`config.mk`:
```
export PLATFORM = sky130hd
export DESIGN_NAME = sysctl_io_regs_flat
export DESIGN_NICKNAME = d
export VERILOG_FILES = /design/src/sysctl_map_pkg.sv /design/src/sysctl_target_if.sv /design/src/sysctl_io_regs.sv /design/src/flat_wrapper.sv
export VERILOG_INCLUDE_DIRS = /design/src
export SDC_FILE = /design/constraint.sdc
export NUM_CORES = 1
export LEC_CHECK = 0
export BUFFER_PORTS_ARGS = -buffer_cell sky130_fd_sc_hd__buf_2
export CAP_MARGIN = 20
export CORE_MARGIN = 1
export CORE_UTILIZATION = 40
export CTS_CLUSTER_DIAMETER = 30
export CTS_CLUSTER_SIZE = 10
export DETAILED_ROUTE_END_ITERATION = 8
export PLACE_DENSITY = 0.64
export SYNTH_ARGS = -nofsm -noshare
export SYNTH_HDL_FRONTEND = slang
export SYNTH_SLANG_ARGS = --single-unit
```
`constraint.sdc`:
```
create_clock -name clk -period 4.9 [get_ports clk]
set_clock_uncertainty 0.15 [all_clocks]
set_input_delay 0.49 -clock clk [delete_from_list [all_inputs] [get_ports clk]]
set_output_delay 0.49 -clock clk [all_outputs]
set_load 0.05 [all_outputs]
```
`src/sysctl_defines.svh`:
```
// Address map, bus widths and sizes of the system controller.
// Include this header in any file that needs a width or a region base.
`ifndef SYSCTL_DEFINES_SVH
`define SYSCTL_DEFINES_SVH

// CPU bus
`define SYSCTL_ADDR_W 32
`define SYSCTL_DATA_W 32
`define SYSCTL_STRB_W 4

// Region decode
`define SYSCTL_REGION_MASK 32'hF000_0000
`define SYSCTL_OFFSET_MASK 32'h0FFF_FFFF
`define SYSCTL_OFFSET_W 28
`define SYSCTL_SRAM_BASE 32'h2000_0000
`define SYSCTL_IO_BASE 32'hF000_0000

// Block RAM, 8 KiB at address zero
`define SYSCTL_BRAM_WORDS 2048
`define SYSCTL_BRAM_AW 11

// External halfword SRAM
`define SYSCTL_SRAM_AW 18
`define SYSCTL_SRAM_DW 16

`define SYSCTL_TICKS_PER_SEC 50000000

`endif

```
`src/sysctl_map_pkg.sv`:
```
// Types describing the memory map: the decoded address region and
// the register offsets inside the I/O page.
package sysctl_map_pkg;

	// Region selected by the top address nibble
	typedef enum logic [1:0] {
		REGION_BRAM,
		REGION_SRAM,
		REGION_IO,
		REGION_NONE
	} region_e;

	// Low 16 bits of an I/O page offset
	typedef enum logic [15:0] {
		IO_LED  = 16'h1000,
		IO_SECS = 16'h1100,
		IO_SD   = 16'h2000
	} io_reg_e;

endpackage

```
`src/sysctl_target_if.sv`:
```
// Link between the bus decoder and one memory or register target.
// sel is held from issue until the target answers with a one-cycle ready.
`include "sysctl_defines.svh"

interface sysctl_target_if;

	logic sel;
	logic [`SYSCTL_OFFSET_W-1:0] addr;
	logic [`SYSCTL_DATA_W-1:0] wdata;
	logic [`SYSCTL_STRB_W-1:0] wstrb;
	logic ready;
	logic [`SYSCTL_DATA_W-1:0] rdata;

	modport host (
		output sel, addr, wdata, wstrb,
		input ready, rdata
	);

	modport target (
		input sel, addr, wdata, wstrb,
		output ready, rdata
	);

endinterface

```
`src/sysctl_io_regs.sv`:
```
// I/O register page: LED, seconds counter and SD-card bit-bang pins.
// Registers are picked by the low 16 offset bits, ready one cycle after sel.
`include "sysctl_defines.svh"

module sysctl_io_regs #(
	parameter int TICKS_PER_SEC = `SYSCTL_TICKS_PER_SEC
) (
	input  logic clk,
	input  logic resetn,
	sysctl_target_if.target bus_i,
	output logic led_o,
	output logic sd_ss_o,
	output logic sd_sck_o,
	output logic sd_mosi_o,
	input  logic sd_miso_i
);

	localparam int PRE_W = $clog2(TICKS_PER_SEC + 1);

	sysctl_map_pkg::io_reg_e reg_sel;
	logic [PRE_W-1:0] prescale_q;
	logic [`SYSCTL_DATA_W-1:0] secs_q;
	logic [`SYSCTL_DATA_W-1:0] rd_word;
	logic access, is_write;

	assign reg_sel = sysctl_map_pkg::io_reg_e'(bus_i.addr[15:0]);
	assign access = bus_i.sel && !bus_i.ready;
	assign is_write = |bus_i.wstrb;

	// Seconds tick from a clk prescaler
	always_ff @(posedge clk) begin
		if (!resetn) begin
			prescale_q <= '0;
			secs_q <= '0;
		end else if (prescale_q == PRE_W'(TICKS_PER_SEC - 1)) begin
			prescale_q <= '0;
			secs_q <= secs_q + 1'b1;
		end else begin
			prescale_q <= prescale_q + 1'b1;
		end
	end

	always_comb begin
		rd_word = '0;
		case (reg_sel)
			sysctl_map_pkg::IO_LED: rd_word[0] = ~led_o;
			sysctl_map_pkg::IO_SECS: rd_word = secs_q;
			sysctl_map_pkg::IO_SD: rd_word[3:0] = {sd_ss_o, sd_sck_o, sd_mosi_o, sd_miso_i};
			default: rd_word = '0;
		endcase
	end

	always_ff @(posedge clk) begin
		if (!resetn) begin
			bus_i.ready <= 1'b0;
			led_o <= 1'b1;
			sd_ss_o <= 1'b1;
			sd_sck_o <= 1'b0;
			sd_mosi_o <= 1'b0;
		end else begin
			bus_i.ready <= access;
			if (access && is_write) begin
				case (reg_sel)
					// LED pin is active low
					sysctl_map_pkg::IO_LED: led_o <= ~bus_i.wdata[0];
					sysctl_map_pkg::IO_SD: {sd_ss_o, sd_sck_o, sd_mosi_o} <= bus_i.wdata[3:1];
					default: ;
				endcase
			end
		end
	end

	always_ff @(posedge clk) begin
		if (access)
			bus_i.rdata <= rd_word;
	end

endmodule

```
`src/flat_wrapper.sv`:
```
// flat-port wrapper written by rule: the top's interface ports become plain ports
module sysctl_io_regs_flat 
#(
	parameter int TICKS_PER_SEC = `SYSCTL_TICKS_PER_SEC
)
  (clk, resetn, led_o, sd_ss_o, sd_sck_o, sd_mosi_o, sd_miso_i, bus_i_sel, bus_i_addr, bus_i_wdata, bus_i_wstrb, bus_i_ready, bus_i_rdata);
  sysctl_target_if bus_i_i ();
  input  logic clk;
  input  logic resetn;
  output logic led_o;
  output logic sd_ss_o;
  output logic sd_sck_o;
  output logic sd_mosi_o;
  input  logic sd_miso_i;
  input wire logic [$bits(bus_i_i.sel)-1:0] bus_i_sel;
  input wire logic [$bits(bus_i_i.addr)-1:0] bus_i_addr;
  input wire logic [$bits(bus_i_i.wdata)-1:0] bus_i_wdata;
  input wire logic [$bits(bus_i_i.wstrb)-1:0] bus_i_wstrb;
  output wire logic [$bits(bus_i_i.ready)-1:0] bus_i_ready;
  output wire logic [$bits(bus_i_i.rdata)-1:0] bus_i_rdata;
  assign bus_i_i.sel = bus_i_sel;
  assign bus_i_i.addr = bus_i_addr;
  assign bus_i_i.wdata = bus_i_wdata;
  assign bus_i_i.wstrb = bus_i_wstrb;
  assign bus_i_ready = bus_i_i.ready;
  assign bus_i_rdata = bus_i_i.rdata;
  sysctl_io_regs #(.TICKS_PER_SEC(TICKS_PER_SEC)) u_core (.clk(clk), .resetn(resetn), .bus_i(bus_i_i), .led_o(led_o), .sd_ss_o(sd_ss_o), .sd_sck_o(sd_sck_o), .sd_mosi_o(sd_mosi_o), .sd_miso_i(sd_miso_i));
endmodule
```
==> flow_metrics.env, run 1 <==
export IMPL_status="complete, no violations"
export IMPL_power_mw=1.49
export IMPL_wl_mm=8.60
export IMPL_whs_ns=0.197
export IMPL_fillers=1010
export IMPL_area_growth_pct=14.7
export IMPL_drtIter0Drc=111
export IMPL_final_antenna_net_count=0
export IMPL_relSlewSlack_pct=35.5
export IMPL_cts_made_buffers=9
export IMPL_cts_sinks=95
export IMPL_critPathKind="flip-flop to flip-flop"
export IMPL_synth_cell_type_count=38
export IMPL_grt_overflow_total=0
export IMPL_start_util_pct=41.3
export IMPL_yosys_top_cells_area="dfxtp_1, edfxtp_1, nor2_1"
export IMPL_drv_cap=0
export IMPL_regArea_um2=2220
export IMPL_die_w_um=105
export IMPL_required_ns=5.03
export IMPL_port_buffers=64
export IMPL_die_height_um=105
export IMPL_fin_setup_tns_ns=0
export IMPL_tightest_slew_ns=0.968
export IMPL_power_density_nw_per_um2=304
export IMPL_rows=37
export IMPL_synth_area_um2=4280
export IMPL_clockRootBuffer="clkbuf_8"
export IMPL_routabilityCongestion=0.844
export IMPL_grt_pass1_wl_mm=14.5
export IMPL_end_kind="flip-flop"
export IMPL_hold_class="input port to flip-flop"
export IMPL_io_pins=105
export IMPL_avgViaCountPerCell=5.21
export IMPL_clk_latency_ns=0.36
export IMPL_multi_input_area_um2=1920
export IMPL_ir_worst_vdd_v=0.000149
export IMPL_post_drt_wl_per_cell_um=13.5
export IMPL_final_nets=567
export IMPL_grt_total_usage_pct=16.3
export IMPL_syn_avg_cell_area_um2=9.71
export IMPL_crit_path_start_kind="flip-flop"
export IMPL_finalHoldViolCount=0
export IMPL_clk_pin_slew_ns=0.09
export IMPL_vias=3322
export IMPL_synthesis_nets=511
export IMPL_hold_buffers=0
export IMPL_grt_pass1_vias=3130
export IMPL_htreeDepth=3
export IMPL_postCtsSetupRepairBufs=0
export IMPL_leakage_nw=1.69
export IMPL_synth_seq_area_share_pct=51.9
export IMPL_coreArea_um2=10400
export IMPL_synth_warnings=0
export IMPL_slew_viol_final=0
export IMPL_place_detailed_hpwl_mm=6.02
export IMPL_max_freq_mhz=348
export IMPL_drc_errors=0
export IMPL_grt_max_degree=35
export IMPL_utilization_pct=47.4
export IMPL_synth_top_area_share_pct=29.5
export IMPL_clockBufferDepth=2
export IMPL_yosysTopAreaCell="dfxtp_1"
export IMPL_synth_seq_cells=95
export IMPL_period_needed_ns=2.87
export IMPL_crit_arrival_ns=3.00
export IMPL_antenna_found_initial=0
export IMPL_ctsResizeCount=0
export IMPL_setup_viol=0
export IMPL_dr_pass1_iters=5
export IMPL_die_area_um2=11100
export IMPL_period_share_pct=58.6
export IMPL_tritoncts="done"
export IMPL_crit_path_max_fanout=15
export IMPL_antenna_cells=0
export IMPL_rsz0062_at_grt="no"
export IMPL_drive_gt1_share_pct=17.3
export IMPL_synth_cells=441
## cells by family (layout without fill, tap and decap cells)
family | Yosys count | after routing | synth area share (%)
DFF | 95 | 95 | 51.9
AOI/OAI and AO/OA | 59 | 59 | 8.94
buffers and inverters | 33 | 94 | 3.39
and+or+nand+nor | 219 | 219 | 28.3
adders and majority gates | 2 | 2 | 0.584
muxes | 6 | 6 | 1.40
xor gates and xnor gates | 27 | 27 | 5.52
## final timing paths
| path | cells past startpoint | slack (ns) | startpoint | to |
|---|---|---|---|---|
| setup reg to reg | 6 | 2.03 | u_core.prescale_q[0] | u_core.secs_q[28] |
| setup / recovery | 6 | 2.03 | u_core.prescale_q[0] | u_core.secs_q[28] |
| hold / removal | 3 | 0.20 | bus_i_wdata[3] | u_core.sd_ss_o |
| hold reg to reg | 1 | 0.32 | u_core.prescale_q[0] | u_core.prescale_q[0] |
## report_power, final
part / internal (mW) / switching, mW / leakage [nW]
clock: 0.302 / 0.267 / 0.108
combinational: 0.0207 / 0.0706 / 0.751
sequential: 0.826 / 0.00501 / 0.831
## flip-flops by register name, summed over array words and instances, names as in the netlist
| signal | cells |
|---|---|
| u_core.secs_q | 32 |
| u_core.bus_i.rdata | 32 |
| u_core.bus_i.ready | 1 |
| u_core.led_o | 1 |
| u_core.sd_ss_o | 1 |
| u_core.sd_mosi_o | 1 |
| u_core.sd_sck_o | 1 |
| u_core.prescale_q | 26 |
## synth_stat cells
cell	number
dfxtp_1	63
nor2_1	50
edfxtp_1	32
and2_1	28
nand2_1	26
nand3_1	25
a21oi_1	19
nand4_1	16
or4_1	16
clkbuf_1	14
nor4_1	14
xnor2_1	14
xor2_1	13
inv_1	12
nor3_1	12
o31ai_1	12
or3_1	12
o21a_1	10
o21ai_0	9
mux2i_1	6
and4_1	5
buf_2	5
nand2b_1	4
o31a_1	4
a22o_1	3
and3_1	2
buf_6	2
ha_1	2
or2_2	2
nand3b_1	1
nand4_4	1
nor2b_1	1
nor4_2	1
nor4_4	1
nor4b_1	1
o211ai_1	1
o41ai_1	1
or4b_2	1
## layout make-up
class	count	share of cell area, %
clock buffers	11	2.88
clock inverters	5	1.63
inverters	12	0.917
multi-input cells	313	39.0
flip-flops and latches	95	45.2
well taps	136	3.46
repair buffers	66	6.83
## metrics by stage
stage | std cells | cell area, µm² | worst slack (ns)
2_1_floorplan | 441 | 4280 | 1.58
3_3_place_gp | 622 | 4690 | 2.07
3_5_place_dp | 622 | 4690 | 2.02
4_1_cts | 638 | 4910 | 1.99
5_1_grt | 638 | 4910 | 1.75
6_report | 638 | 4910 | 2.03
## routing by layer
metal | wire [µm] | up-vias | global-route usage, %
met5 | 0 | - | 0
met1 | 4060 | 1554 | 19.9
li1 | - | 1705 | -
met2 | 4190 | 53 | 28.1
met4 | 129 | 0 | 7.55
met3 | 213 | 10 | 2.72
## placed cells by master (no fill, tap or decap), types with 2 or more instances in the layout
cell type	Yosys	final
a22o_1	3	3
nand3_1	25	25
ha_1	2	2
or3_1	12	12
and4_1	5	5
xnor2_1	14	14
nor2_1	50	50
a21oi_1	19	19
and3_1	2	2
o31ai_1	12	12
o21ai_0	9	9
nand2b_1	4	4
xor2_1	13	13
dfxtp_1	63	63
and2_1	28	28
inv_1	12	12
nor4_1	14	14
or4_1	16	16
buf_4	0	2
buf_2	5	64
o21a_1	10	10
bufinv_16	0	2
mux2i_1	6	6
nand4_1	16	16
or2_2	2	2
o31a_1	4	4
clkbuf_8	0	10
nor3_1	12	12
nand2_1	26	26
edfxtp_1	32	32
## critical path, stage by stage (launching register included)
cell and delay (ns):
dfxtp_1 0.38, ha_1 0.31, nand2_1 0.15, nor4_4 0.40
nand4_1 0.58, or4_1 0.66, a21oi_1 0.15
Note: power is estimated with default switching activity, not from simulation.
==> run 2, diff against run 1 <==
PLACE_DENSITY = 0.66   (was 0.64)
clock period = 2.61 ns   (was 4.9 ns; I/O delays follow)
==> flow_metrics.env, run 2 (synthesized netlist as in run 1, its figures left out) <==
export IMPL_grt_pass1_vias=3339
export IMPL_port_buffers=64
export IMPL_io_pins=105
export IMPL_period_needed_ns=2.39
export IMPL_rsz0062_at_grt="no"
export IMPL_seq_power_share_pct=59.0
export IMPL_path_common_cell="nor4_1"
export IMPL_period_share_pct=91.6
export IMPL_routabilityCongestion=0.875
export IMPL_final_nets=580
export IMPL_largest_registers="u_core.bus_i.rdata x32, u_core.secs_q x32, u_core.prescale_q x26"
export IMPL_drc_errors=0
export IMPL_path_cells="or4b_2 -> nor4_1 -> nand3_1 -> nor4_1 -> mux2i_1"
export IMPL_antenna_cells=0
export IMPL_grt_pass1_wl_mm=15.4
export IMPL_p_int_mw=1.96
export IMPL_dp_slack_ns=0.258
export IMPL_utilization_pct=48.2
export IMPL_tritoncts="done"
export IMPL_crit_arrival_ns=2.54
export IMPL_clk_pin_slew_ns=0.09
export IMPL_fin_setup_tns_ns=0
export IMPL_place_detailed_hpwl_mm=6.37
export IMPL_wl_mm=9.06
export IMPL_leakage_nw=1.74
export IMPL_layout_setup_ws_ns=0.220
export IMPL_dpl_cell_count=632
export IMPL_avgViaCountPerCell=5.30
export IMPL_ir_worst_vdd_v=0.000307
export IMPL_p_sw_mw=0.686
export IMPL_cts_sinks=95
export IMPL_relSlewSlack_pct=43.5
export IMPL_clk_latency_ns=0.37
export IMPL_final_antenna_net_count=0
export IMPL_die_height_um=105
export IMPL_finalHoldViolCount=0
export IMPL_crit_path_max_fanout=8
export IMPL_cpMaxStageDelayCell="or4b_2"
export IMPL_drtIter0Drc=130
export IMPL_area_growth_pct=16.7
export IMPL_clockBufferDepth=2
export IMPL_die_w_um=105
export IMPL_start_util_pct=41.3
export IMPL_post_drt_wl_per_cell_um=13.9
export IMPL_critPathKind="flip-flop to flip-flop"
export IMPL_drv_cap=0
export IMPL_p_clk_share_pct=34.1
export IMPL_critPathMaxStageDelay_ns=0.65
export IMPL_postCtsSetupRepairBufs=0
export IMPL_combPwrFrac_pct=7.0
export IMPL_required_ns=2.76
export IMPL_antenna_found_initial=0
export IMPL_hold_class="input port to flip-flop"
export IMPL_grt_overflow_total=0
export IMPL_tightest_slew_ns=0.846
export IMPL_post_dp_cell_area_um2=4780
export IMPL_final_common_cell="buf_2"
export IMPL_die_area_um2=11100
export IMPL_slew_viol_final=0
export IMPL_drive_gt1_share_pct=19.0
export IMPL_crit_path_start_kind="flip-flop"
export IMPL_vias=3448
export IMPL_swShare_pct=25.9
export IMPL_max_freq_mhz=418
export IMPL_setup_viol=0
export IMPL_clockRootBuffer="clkbuf_8"
export IMPL_final_cell_mix="buf_2, dfxtp_1, nor2_1, edfxtp_1, and2_1"
export IMPL_end_kind="flip-flop"
export IMPL_cts_made_buffers=9
export IMPL_grt_total_usage_pct=17.4
export IMPL_coreArea_um2=10400
export IMPL_finalInstanceArea_um2=5000
export IMPL_power_density_nw_per_um2=529
export IMPL_dr_pass1_iters=4
export IMPL_htreeDepth=3
export IMPL_status="complete, no violations"
export IMPL_grt_max_degree=34
export IMPL_instances_no_fill=651
export IMPL_rows=37
## run 2: metal layers
| metal | GRT usage, % | wire length, µm |
|---|---|---|
| met3 | 4.27 | 291 |
| met1 | 21.0 | 4050 |
| met4 | 5.53 | 105 |
| met2 | 30.2 | 4610 |
| met5 | 0 | 0 |
## run 2: path summary, 6_finish.rpt
| kind | from | endpoint | slack [ns] | depth (start not counted) |
|---|---|---|---|---|
| hold reg to reg | u_core.prescale_q[0] | u_core.prescale_q[0] | 0.32 | 1 |
| setup reg to reg | u_core.prescale_q[16] | u_core.secs_q[25] | 0.22 | 5 |
| setup / recovery | u_core.prescale_q[16] | u_core.secs_q[25] | 0.22 | 5 |
| hold / removal | sd_miso_i | u_core.bus_i.rdata[0] | 0.02 | 3 |
## run 2: power groups by stage
stage	Sequential, mW	Clock (mW)	Combinational (mW)
6_report	1.56	0.901	0.185
3_5_place_dp	1.59	0	0.184
4_1_cts	1.56	0.926	0.188
2_1_floorplan	1.68	0	0.0418
3_3_place_gp	1.59	0	0.181
5_1_grt	1.56	0.988	0.197
## run 2: worst max-delay path: cells and delay by family (launching register included)
kind | cells | cell delay, ns
muxes | 1 | 0.23
DFF | 1 | 0.39
and+or+nand+nor | 4 | 1.54
## run 2: cell type report
class,instances,area (µm²)
fillers,1001,5370
flip-flops and latches,95,2220
multi-input cells,313,1920
repair buffers,79,453
well taps,136,170
clock buffers,10,128
clock inverters,6,57.6
inverters,12,45.0
## run 2: what timing repair did
item | 4_1_cts | 5_1_grt
endpoints found under the hold margin | 3 | 0
gates resized for setup | 0 | 0
hold buffers | 3 | 0
## run 2: per-stage QoR
stage          hold slack [ns]  power [mW]
6_report                0.0232        2.65
5_1_grt                 0.0129        2.75
4_1_cts                0.00818        2.67
3_5_place_dp             0.310        1.78
3_3_place_gp             0.292        1.77
2_1_floorplan            0.239        1.72
