### src/sysctl_defines.svh
// Address map, bus widths and sizes of the system controller.
// Include this header in any file that needs a width or a region base.
`ifndef SYSCTL_DEFINES_SVH
`define SYSCTL_DEFINES_SVH

// CPU bus
`define SYSCTL_ADDR_W 32
`define SYSCTL_DATA_W 32
`define SYSCTL_STRB_W 4

// Region decode
`define SYSCTL_REGION_MASK 32'hF000_0000
`define SYSCTL_OFFSET_MASK 32'h0FFF_FFFF
`define SYSCTL_OFFSET_W 28
`define SYSCTL_SRAM_BASE 32'h2000_0000
`define SYSCTL_IO_BASE 32'hF000_0000

// Block RAM, 8 KiB at address zero
`define SYSCTL_BRAM_WORDS 2048
`define SYSCTL_BRAM_AW 11

// External halfword SRAM
`define SYSCTL_SRAM_AW 18
`define SYSCTL_SRAM_DW 16

`define SYSCTL_TICKS_PER_SEC 50000000

`endif

### src/sysctl_sram_pkg.sv
// Types for the external SRAM sequencer: its steps and the halfword
// lane that forms the lowest SRAM address bit.
package sysctl_sram_pkg;

	typedef enum logic [1:0] {
		SRAM_IDLE,
		SRAM_LOW,
		SRAM_HIGH
	} sram_step_e;

	typedef enum logic [0:0] {
		LANE_LOW  = 1'b0,
		LANE_HIGH = 1'b1
	} sram_lane_e;

endpackage

### src/sysctl_target_if.sv
// Link between the bus decoder and one memory or register target.
// sel is held from issue until the target answers with a one-cycle ready.
`include "sysctl_defines.svh"

interface sysctl_target_if;

	logic sel;
	logic [`SYSCTL_OFFSET_W-1:0] addr;
	logic [`SYSCTL_DATA_W-1:0] wdata;
	logic [`SYSCTL_STRB_W-1:0] wstrb;
	logic ready;
	logic [`SYSCTL_DATA_W-1:0] rdata;

	modport host (
		output sel, addr, wdata, wstrb,
		input ready, rdata
	);

	modport target (
		input sel, addr, wdata, wstrb,
		output ready, rdata
	);

endinterface

### src/sysctl_sram_ctrl.sv
// Controller for the 16-bit asynchronous SRAM. A 32-bit write becomes two
// halfword write cycles, a 32-bit read two halfword reads with ready on
// the third cycle. The halfword address is the word offset plus a lane bit.
`include "sysctl_defines.svh"

module sysctl_sram_ctrl (
	input  logic clk,
	input  logic resetn,
	sysctl_target_if.target bus_i,
	output logic [`SYSCTL_SRAM_AW-1:0] sram_addr_o,
	output logic [`SYSCTL_SRAM_DW-1:0] sram_data_o,
	input  logic [`SYSCTL_SRAM_DW-1:0] sram_data_i,
	output logic sram_data_oe_o,
	output logic sram_we_n_o,
	output logic sram_oe_n_o,
	output logic sram_lb_n_o,
	output logic sram_ub_n_o
);

	sysctl_sram_pkg::sram_step_e step_q;
	logic [`SYSCTL_SRAM_AW-2:0] word_off;
	logic is_write;

	assign word_off = bus_i.addr[`SYSCTL_SRAM_AW:2];
	assign is_write = |bus_i.wstrb;

	always_ff @(posedge clk) begin
		if (!resetn) begin
			step_q <= sysctl_sram_pkg::SRAM_IDLE;
			bus_i.ready <= 1'b0;
			sram_data_oe_o <= 1'b0;
			sram_we_n_o <= 1'b1;
			sram_oe_n_o <= 1'b1;
			sram_lb_n_o <= 1'b1;
			sram_ub_n_o <= 1'b1;
		end else begin
			// Pins go idle unless a step below keeps them active
			bus_i.ready <= 1'b0;
			sram_data_oe_o <= 1'b0;
			sram_we_n_o <= 1'b1;
			sram_oe_n_o <= 1'b1;
			sram_lb_n_o <= 1'b1;
			sram_ub_n_o <= 1'b1;
			case (step_q)
				sysctl_sram_pkg::SRAM_IDLE: begin
					if (bus_i.sel && !bus_i.ready) begin
						sram_addr_o <= {word_off, sysctl_sram_pkg::LANE_LOW};
						if (is_write) begin
							sram_data_o <= bus_i.wdata[`SYSCTL_SRAM_DW-1:0];
							sram_data_oe_o <= 1'b1;
							sram_we_n_o <= !(|bus_i.wstrb[1:0]);
							sram_lb_n_o <= !bus_i.wstrb[0];
							sram_ub_n_o <= !bus_i.wstrb[1];
						end else begin
							sram_oe_n_o <= 1'b0;
							sram_lb_n_o <= 1'b0;
							sram_ub_n_o <= 1'b0;
						end
						step_q <= sysctl_sram_pkg::SRAM_LOW;
					end
				end
				sysctl_sram_pkg::SRAM_LOW: begin
					sram_addr_o <= {word_off, sysctl_sram_pkg::LANE_HIGH};
					if (is_write) begin
						sram_data_o <= bus_i.wdata[`SYSCTL_DATA_W-1:`SYSCTL_SRAM_DW];
						sram_data_oe_o <= 1'b1;
						sram_we_n_o <= !(|bus_i.wstrb[3:2]);
						sram_lb_n_o <= !bus_i.wstrb[2];
						sram_ub_n_o <= !bus_i.wstrb[3];
						bus_i.ready <= 1'b1;
						step_q <= sysctl_sram_pkg::SRAM_IDLE;
					end else begin
						bus_i.rdata[`SYSCTL_SRAM_DW-1:0] <= sram_data_i;
						sram_oe_n_o <= 1'b0;
						sram_lb_n_o <= 1'b0;
						sram_ub_n_o <= 1'b0;
						step_q <= sysctl_sram_pkg::SRAM_HIGH;
					end
				end
				sysctl_sram_pkg::SRAM_HIGH: begin
					// Upper halfword has settled on the high address
					bus_i.rdata[`SYSCTL_DATA_W-1:`SYSCTL_SRAM_DW] <= sram_data_i;
					bus_i.ready <= 1'b1;
					step_q <= sysctl_sram_pkg::SRAM_IDLE;
				end
				default: step_q <= sysctl_sram_pkg::SRAM_IDLE;
			endcase
		end
	end

endmodule

### src/flat_wrapper.sv
// flat-port wrapper written by rule: the top's interface ports become plain ports
module sysctl_sram_ctrl_flat 
  (clk, resetn, sram_addr_o, sram_data_o, sram_data_i, sram_data_oe_o, sram_we_n_o, sram_oe_n_o, sram_lb_n_o, sram_ub_n_o, bus_i_sel, bus_i_addr, bus_i_wdata, bus_i_wstrb, bus_i_ready, bus_i_rdata);
  sysctl_target_if bus_i_i ();
  input  logic clk;
  input  logic resetn;
  output logic [`SYSCTL_SRAM_AW-1:0] sram_addr_o;
  output logic [`SYSCTL_SRAM_DW-1:0] sram_data_o;
  input  logic [`SYSCTL_SRAM_DW-1:0] sram_data_i;
  output logic sram_data_oe_o;
  output logic sram_we_n_o;
  output logic sram_oe_n_o;
  output logic sram_lb_n_o;
  output logic sram_ub_n_o;
  input wire logic [$bits(bus_i_i.sel)-1:0] bus_i_sel;
  input wire logic [$bits(bus_i_i.addr)-1:0] bus_i_addr;
  input wire logic [$bits(bus_i_i.wdata)-1:0] bus_i_wdata;
  input wire logic [$bits(bus_i_i.wstrb)-1:0] bus_i_wstrb;
  output wire logic [$bits(bus_i_i.ready)-1:0] bus_i_ready;
  output wire logic [$bits(bus_i_i.rdata)-1:0] bus_i_rdata;
  assign bus_i_i.sel = bus_i_sel;
  assign bus_i_i.addr = bus_i_addr;
  assign bus_i_i.wdata = bus_i_wdata;
  assign bus_i_i.wstrb = bus_i_wstrb;
  assign bus_i_ready = bus_i_i.ready;
  assign bus_i_rdata = bus_i_i.rdata;
  sysctl_sram_ctrl u_core (.clk(clk), .resetn(resetn), .bus_i(bus_i_i), .sram_addr_o(sram_addr_o), .sram_data_o(sram_data_o), .sram_data_i(sram_data_i), .sram_data_oe_o(sram_data_oe_o), .sram_we_n_o(sram_we_n_o), .sram_oe_n_o(sram_oe_n_o), .sram_lb_n_o(sram_lb_n_o), .sram_ub_n_o(sram_ub_n_o));
endmodule
### config.mk
export PLATFORM = sky130hd
export DESIGN_NAME = sysctl_sram_ctrl_flat
export DESIGN_NICKNAME = d
export VERILOG_FILES = /design/src/sysctl_sram_pkg.sv /design/src/sysctl_target_if.sv /design/src/sysctl_sram_ctrl.sv /design/src/flat_wrapper.sv
export VERILOG_INCLUDE_DIRS = /design/src
export SDC_FILE = /design/constraint.sdc
export NUM_CORES = 1
export LEC_CHECK = 0
export BUFFER_PORTS_ARGS = -buffer_cell sky130_fd_sc_hd__buf_4
export CAP_MARGIN = 20
export CORE_AREA = 2 2 84 86
export DETAILED_ROUTE_END_ITERATION = 12
export DIE_AREA = 0 0 86 88
export PLACE_DENSITY = 0.73
export SLEW_MARGIN = 40
export SYNTH_ARGS = -nofsm -noshare
export SYNTH_HDL_FRONTEND = slang
export SYNTH_SLANG_ARGS = --single-unit
### constraint.sdc
create_clock -name clk -period 7.15 [get_ports clk]
set_input_delay 0.3575 -clock clk [delete_from_list [all_inputs] [get_ports clk]]
set_output_delay 0.3575 -clock clk [all_outputs]
set_load 0.01 [all_outputs]
==> results of run 1 <==
==> power groups by stage <==
stage	Combinational, mW	Sequential (mW)	Clock (mW)
6_report	0.0890	0.492	0.351
5_1_grt	0.0968	0.494	0.381
4_1_cts	0.0908	0.493	0.361
3_5_place_dp	0.0905	0.502	0
2_1_floorplan	0.0253	0.509	0
3_3_place_gp	0.0880	0.502	0
==> cells by family after synthesis <==
logic type,Yosys count,share of synthesized area
compound gates,10,0.0288
fa+ha+maj,3,0.0146
buf+inv,8,0.0127
flops,74,0.836
mux,16,0.0703
simple gates,14,0.0376
==> per-stage QoR <==
stage / area [sq um] / hold slack (ps) / setup WS, ps / instances
2_1_floorplan: 2560 / 456 / 4820 / 125
3_3_place_gp: 3730 / 506 / 3840 / 346
3_5_place_dp: 3740 / 517 / 4290 / 346
4_1_cts: 3960 / 178 / 4280 / 362
5_1_grt: 3960 / 168 / 4110 / 362
6_report: 3960 / 197 / 4410 / 362
==> routing by layer <==
metal / vias to the layer above / wire length [microns] / GRT usage
met1: 758 / 2070 / 0.164
met3: 12 / 633 / 0.0622
met5: - / 0 / 0
met2: 105 / 2730 / 0.228
li1: 785 / - / -
met4: 0 / 104 / 0.0750
==> cell usage in the layout (no fill, tap or decap) <==
cell type,instances
a21oi_1,2
a21oi_4,1
a2bb2oi_1,1
and2_1,1
and2b_1,1
and3_2,1
buf_4,143
bufinv_16,2
clkbuf_1,2
clkbuf_8,10
clkinvlp_4,2
dfxtp_1,8
edfxtp_1,66
ha_1,2
ha_2,1
inv_1,6
mux2_2,16
nand2_1,2
nand2b_1,1
nand3b_1,1
nor2_1,1
nor2b_1,3
nor3_1,2
nor4_4,1
o2111ai_1,1
o211a_1,1
o21ai_0,2
o311ai_0,1
o41ai_1,1
==> synth_stat cells (all sizes together) <==
cell	instances	area [sq um]
a21oi	3	18.8
a2bb2oi	1	8.76
and2	1	6.26
and2b	1	7.51
and3	1	7.51
buf	2	10.0
dfxtp	8	160
edfxtp	66	1980
ha	3	37.5
inv	6	22.5
mux2	16	180
nand2	2	7.51
nand2b	1	6.26
nand3b	1	7.51
nor2	1	3.75
nor2b	3	18.8
nor3	2	10.0
nor4	1	21.3
o2111ai	1	8.76
o211a	1	10.0
o21ai	2	10.0
o311ai	1	8.76
o41ai	1	8.76
==> layout make-up <==
cell class              instances  area (sq um)  share of cell area
clock buffers                  12           145              0.0367
clock inverters                 4          75.1              0.0190
inverters                       6          22.5             0.00569
multi-input cells              43           398               0.101
flip-flops and latches         74          2140               0.541
well taps                      80           100              0.0253
repair buffers                143          1070               0.271
==> sequential cells by signal, indices dropped and copies added, names as in the netlist <==
register	flops
u_core.bus_i.rdata	32
u_core.bus_i.ready	1
u_core.sram_addr_o	18
u_core.sram_data_o	16
u_core.sram_data_oe_o	1
u_core.sram_lb_n_o	1
u_core.sram_oe_n_o	1
u_core.sram_ub_n_o	1
u_core.sram_we_n_o	1
u_core.step_q	2
==> critical path, stage by stage, from the launching register on <==
cell	delay [ps]
dfxtp_1	320
inv_1	90
ha_2	510
nand2b_1	180
a21oi_4	600
and2b_1	660
==> worst paths after layout <==
path | start | cells after the start | slack, ps | endpoint
max | u_core.step_q[1] | 5 | 4410 | u_core.sram_data_o[7]
min | bus_i_addr[3] | 1 | 200 | u_core.sram_addr_o[2]
max reg2reg | u_core.step_q[1] | 5 | 4410 | u_core.sram_data_o[7]
min reg2reg | u_core.step_q[0] | 2 | 520 | u_core.step_q[0]
==> impl_metrics.py, run 1 <==
metrics = {
    "sta": {
        "finalCriticalPeriod_ps": 2740,
        "slew_headroom": 0.494,
        "worst-slew-pin-transition_ps": 759,
        "fmaxAchievable_mhz": 365,
        "clock_skew_ps": 8.43,
        "hold_viol": 0,
        "report.final.slew_viol_count": 0,
        "rsz0062_at_grt": "false",
        "finalSetupTns_ps": 0,
        "setup_violations": 0,
        "period_share": 0.383,
    },
    "worst_setup_path": {
        "cp_max_fo": 24,
        "crit_type": "register to register",
        "worstPathRequired_ps": 7110,
        "critical_path.endpoint_type": "register",
        "cp.arrival_ps": 2700,
        "crit_path_start_kind": "register",
    },
    "detailed_routing": {
        "dr.pass1.iters": 4,
        "routed_wl_microns": 5530,
        "drc_errors": 0,
        "viasPerCell": 4.59,
        "drt_iter0_drc": 36,
        "routed-via-count": 1660,
        "ant_nets": 0,
        "wl_per_cell_microns": 15.3,
    },
    "power": {
        "power_mw": 0.932,
        "p_switching_mw": 0.185,
        "vdd_drop_max_mv": 0.126,
        "p_comb_frac": 0.095,
        "leakage_nw": 1.63,
        "clock_power_share": 0.377,
        "seqPwrFrac": 0.528,
        "switching_share": 0.199,
        "p_int_mw": 0.747,
        "p_per_area_mw_per_mm2": 236,
    },
    "cells_and_area": {
        "fin_util": 0.595,
        "area_delta_synth_final_pct": 54.4,
        "final.fill_count": 526,
        "drive_gt1_frac": 0.628,
        "antenna_cells": 0,
        "nNetsFinal": 363,
    },
    "floorplan": {
        "initial_core_util": 0.386,
        "core-area_sq_mm": 0.00664,
        "die_h_microns": 88,
        "die_w_microns": 86,
        "rows": 30,
        "die_area_sq_mm": 0.00757,
        "ios": 155,
    },
    "synth": {
        "synth-seq-area-share": 0.836,
        "synthCells": 125,
        "netlist_area_sq_mm": 0.00256,
        "synth_seq_cells": 74,
        "avgSynthCellArea_sq_um": 20.5,
        "synth_nets": 211,
        "synthDistinctLibCells": 24,
        "synth-warning-count": 0,
    },
    "grt": {
        "grt_pass1_wl_microns": 8110,
        "grt_pass1_vias": 1654,
        "antenna_found_initial": 0,
        "grt-ovfl-total": 0,
        "grtUsageTotal": 0.143,
        "grt_max_degree": 25,
    },
    "placed_design": {
        "gp_congestion": 0.706,
        "portBuffers": 143,
    },
    "clock_tree": {
        "cts_tree": "built",
        "path_clk_slew_ps": 70,
        "ctsHoldBuffers": 0,
        "ctsHtreeMaxLevel": 3,
        "post_cts_resized": 0,
        "root_buffer": "clkbuf_8",
        "cts.sinks": 74,
        "cts_buffers": 9,
        "clk_path_buf_depth": 2,
        "worstSkewPairLatency_ps": 330,
        "postCtsSetupRepairBufs": 0,
    },
    "flow_run": {
        "max-cap-violations": 0,
    },
    "worst_hold_path": {
        "holdCritPathClass": "primary input to register",
    },
    "outcome": {
        "outcome": "finished, final reports clean",
    },
}
Power figures use the tool's default switching activity.
==> inputs of run 2 (changes only) <==
--- a/config.mk
+++ b/config.mk
@@ -6,12 +6,13 @@
 export SDC_FILE = /design/constraint.sdc
 export NUM_CORES = 1
 export LEC_CHECK = 0
+export ABC_AREA = 1
 export BUFFER_PORTS_ARGS = -buffer_cell sky130_fd_sc_hd__buf_4
 export CAP_MARGIN = 20
 export CORE_AREA = 2 2 84 86
 export DETAILED_ROUTE_END_ITERATION = 12
 export DIE_AREA = 0 0 86 88
-export PLACE_DENSITY = 0.73
+export PLACE_DENSITY = 0.74
 export SLEW_MARGIN = 40
 export SYNTH_ARGS = -nofsm -noshare
 export SYNTH_HDL_FRONTEND = slang
==> constraint.sdc (replaced) <==
create_clock -name clk -period 2.56 [get_ports clk]
set_input_delay 0.128 -clock clk [delete_from_list [all_inputs] [get_ports clk]]
set_output_delay 0.128 -clock clk [all_outputs]
set_load 0.01 [all_outputs]
==> run 2 against run 1 <==
Core utilization increased by 4.8 points. Sequential share of layout area decreased by 4.1 points. Clock skew decreased by 0.99 ps. Setup slack got worse by 3500 ps. Count of clock-buffer cells in the layout decreased by 2. Combinational power increased to 4.9 times the previous value. Sequential power increased to 2.9 times the previous value. Register-to-register slack got worse by 3500 ps. Critical path depth increased by 3. Sequential cell count unchanged. Clock power increased by 110%. Via count increased by 18%. Critical path type unchanged. Critical endpoint is now u_core.sram_data_o[14]. Largest cell class unchanged.
==> impl_metrics.py, run 2 <==
metrics = {
    "outcome": {
        "outcome": "finished, final reports clean",
    },
    "clock_tree": {
        "cts.sinks": 74,
        "cts_tree": "built",
        "clk_path_buf_depth": 2,
        "ctsHtreeMaxLevel": 3,
        "worstSkewPairLatency_ps": 340,
        "ctsHoldBuffers": 33,
        "path_clk_slew_ps": 70,
        "cts_buffers": 9,
        "root_buffer": "clkbuf_8",
        "postCtsSetupRepairBufs": 0,
        "post_cts_resized": 0,
    },
    "power": {
        "p_switching_mw": 0.637,
        "p_comb_frac": 0.167,
        "p_int_mw": 1.99,
        "p_per_area_mw_per_mm2": 615,
        "power_mw": 2.63,
        "seqPwrFrac": 0.549,
        "switching_share": 0.242,
        "vdd_drop_max_mv": 0.295,
        "leakage_nw": 1.88,
        "clock_power_share": 0.285,
    },
    "grt": {
        "grtUsageTotal": 0.159,
        "grt_pass1_wl_microns": 8970,
        "grt_pass1_vias": 1917,
        "antenna_found_initial": 0,
        "grt_max_degree": 23,
        "grt-ovfl-total": 0,
    },
    "sta": {
        "fmaxAchievable_mhz": 589,
        "finalSetupTns_ps": 0,
        "setup_violations": 0,
        "rsz0062_at_grt": "false",
        "clock_skew_ps": 7.44,
        "period_share": 0.663,
        "slew_headroom": 0.563,
        "worst-slew-pin-transition_ps": 655,
        "hold_viol": 0,
        "finalCriticalPeriod_ps": 1700,
        "setup_ws_ps": 862,
        "report.final.slew_viol_count": 0,
    },
    "worst_hold_path": {
        "holdCritPathClass": "primary input to register",
        "whs_endpoint": "u_core.sram_data_o[6]",
        "hold_start": "bus_i_wdata[6]",
        "min_path_cells": 3,
    },
    "synth": {
        "yosys.area_share.simple": 0.128,
        "synthDistinctLibCells": 21,
        "yosysMostFrequentCell": "edfxtp_1",
        "ys_top_cells_by_count": "edfxtp_1, nand2_1, dfxtp_1, inv_1, nor2_1",
        "avgSynthCellArea_sq_um": 15.2,
        "synth-compound-area-share": 0.0120,
        "synth_top_family_by_area": "simple AND/OR/NAND/NOR gates",
        "yosysTopAreaCellShare": 0.758,
        "synthCells": 172,
        "synth_seq_cells": 74,
        "synth-warning-count": 0,
        "synth_ff_type": "edfxtp_1",
        "ys_async_sr_fraction": 0,
        "synth-seq-area-share": 0.819,
        "synthAdderAreaFrac": 0.0144,
        "synthMuxAreaShare": 0,
        "yosys-top-cells-area": "edfxtp_1, nand2_1, dfxtp_1",
        "synth_top_area_cell": "edfxtp_1",
        "synth_nets": 258,
        "synth_edf_count": 66,
        "netlist_area_sq_mm": 0.00262,
        "synth_xor_area_frac": 0,
    },
    "detailed_routing": {
        "viasPerCell": 4.40,
        "dr.pass1.iters": 4,
        "routed-via-count": 1952,
        "routed_wl_microns": 6010,
        "ant_nets": 0,
        "drc_errors": 0,
        "drt_iter0_drc": 37,
        "wl_per_cell_microns": 13.5,
    },
    "cells_and_area": {
        "top_regs": "u_core.bus_i.rdata x32, u_core.sram_addr_o x18, u_core.sram_data_o x16",
        "final.fill_count": 525,
        "largest_reg_flops": 32,
        "mostFrequentLayoutCells": "buf_4, edfxtp_1, nand2_1, dlygate4sd3_1, clkbuf_8",
        "fin_util": 0.644,
        "drive_gt1_frac": 0.456,
        "largest_register": "u_core.bus_i.rdata",
        "final_area_sq_mm": 0.00428,
        "antenna_cells": 0,
        "nNetsFinal": 445,
        "area_delta_synth_final_pct": 63.6,
        "final_common_cell": "buf_4",
    },
    "floorplan": {
        "ios": 155,
        "rows": 30,
        "initial_core_util": 0.394,
        "core-area_sq_mm": 0.00664,
        "die_w_microns": 86,
        "die_h_microns": 88,
        "die_area_sq_mm": 0.00757,
    },
    "placed_design": {
        "hpwl_microns": 4160,
        "portBuffers": 143,
        "dpl_cell_area_sq_mm": 0.00379,
        "dp_slack_ps": 858,
        "gp_congestion": 0.801,
    },
    "worst_setup_path": {
        "worstPathRequired_ps": 2590,
        "slowest_stage": "dfxtp_1",
        "r2r_end": "u_core.sram_data_o[14]",
        "r2r-start": "u_core.step_q[1]",
        "reg2reg_setup_slack_ps": 860,
        "path_cells": "inv_1 > ha_1 > buf_4 > nand2_4 > nand2_4 > nand2_4 > nor2_1 > buf_4",
        "reg2regPathDepth": 8,
        "cp_num_buf_inv": 3,
        "cp.arrival_ps": 1730,
        "crit_path_start_kind": "register",
        "max_stage_delay_ps": 310,
        "critical_path.endpoint_type": "register",
        "crit_type": "register to register",
        "cp_max_fo": 21,
        "path_common_cell": "nand2_4",
        "cpLargestDelayFamily": "buffers and inverters",
    },
    "flow_run": {
        "max-cap-violations": 0,
    },
}
## run 2: cell types whose count changed after synthesis, sizes merged, moves of 2 or more
cell | previous run | this run
inv | 6 | 10
mux2 | 16 | 0
nand2 | 2 | 65
nand3 | 0 | 4
nor2 | 1 | 6
nor2b | 3 | 0
nor3 | 2 | 0
## run 2: cell type report
type	instances	area, sq um	area share
Multi-Input combinational cell	84	403	0.0942
Tap cell	80	100	0.0234
Clock buffer	10	128	0.0298
Clock inverter	6	32.5	0.00760
Timing Repair Buffer	179	1430	0.333
Inverter	11	46.3	0.0108
Sequential cell	74	2140	0.501
## run 2: power groups by stage
stage	Combinational [mW]	Sequential, mW	Clock, mW
floorplan	0.131	1.51	0
global placement	0.392	1.47	0
detailed placement	0.401	1.47	0
CTS	0.444	1.44	0.770
global route	0.480	1.45	0.816
finish	0.438	1.44	0.748
## run 2: logic make-up (layout without fill, tap and decap cells)
family | Yosys count | count (layout)
AND/OR/NAND/NOR | 76 | 76
AO/OA/AOI/OAI | 5 | 5
flip-flops | 74 | 74
buffers and inverters | 14 | 206
adder cells (fa/ha/maj) | 3 | 3
## run 2: metrics by stage
step	std cells	hold slack (ps)
6_report	444	56.0
3_5_place_dp	395	307
4_1_cts	444	42.8
3_3_place_gp	395	306
5_1_grt	444	57.5
2_1_floorplan	172	227
## run 2: per-layer routing
layer	share of wire	wire [microns]	global-route usage	vias to the layer above
li1	-	-	-	959
met1	0.38	2260	0.172	896
met2	0.52	3130	0.286	89
met3	0.092	554	0.0462	8
met4	0.012	70	0.0779	0
met5	0	0	0	-
## run 2: how the worst max path moves through the flow
| stage | startpoint | end | slack, ps | cells past startpoint |
|---|---|---|---|---|
| 2_1_floorplan | u_core.step_q[1] | u_core.sram_data_o[0] | 550 | 7 |
| 3_3_place_gp | u_core.step_q[1] | u_core.sram_data_o[11] | 890 | 8 |
| 3_5_place_dp | u_core.step_q[1] | u_core.sram_data_o[12] | 860 | 8 |
| 6_report | u_core.step_q[1] | u_core.sram_data_o[14] | 860 | 8 |
| 5_1_grt | u_core.step_q[1] | u_core.sram_data_o[14] | 720 | 8 |
| 4_1_cts | u_core.step_q[1] | u_core.sram_data_o[14] | 840 | 8 |
## run 2: tightest hold or removal path, delay by kind of cell
kind,cells,cell delay [ps]
and+or+nand+nor,2,80
buffers and inverters,1,70
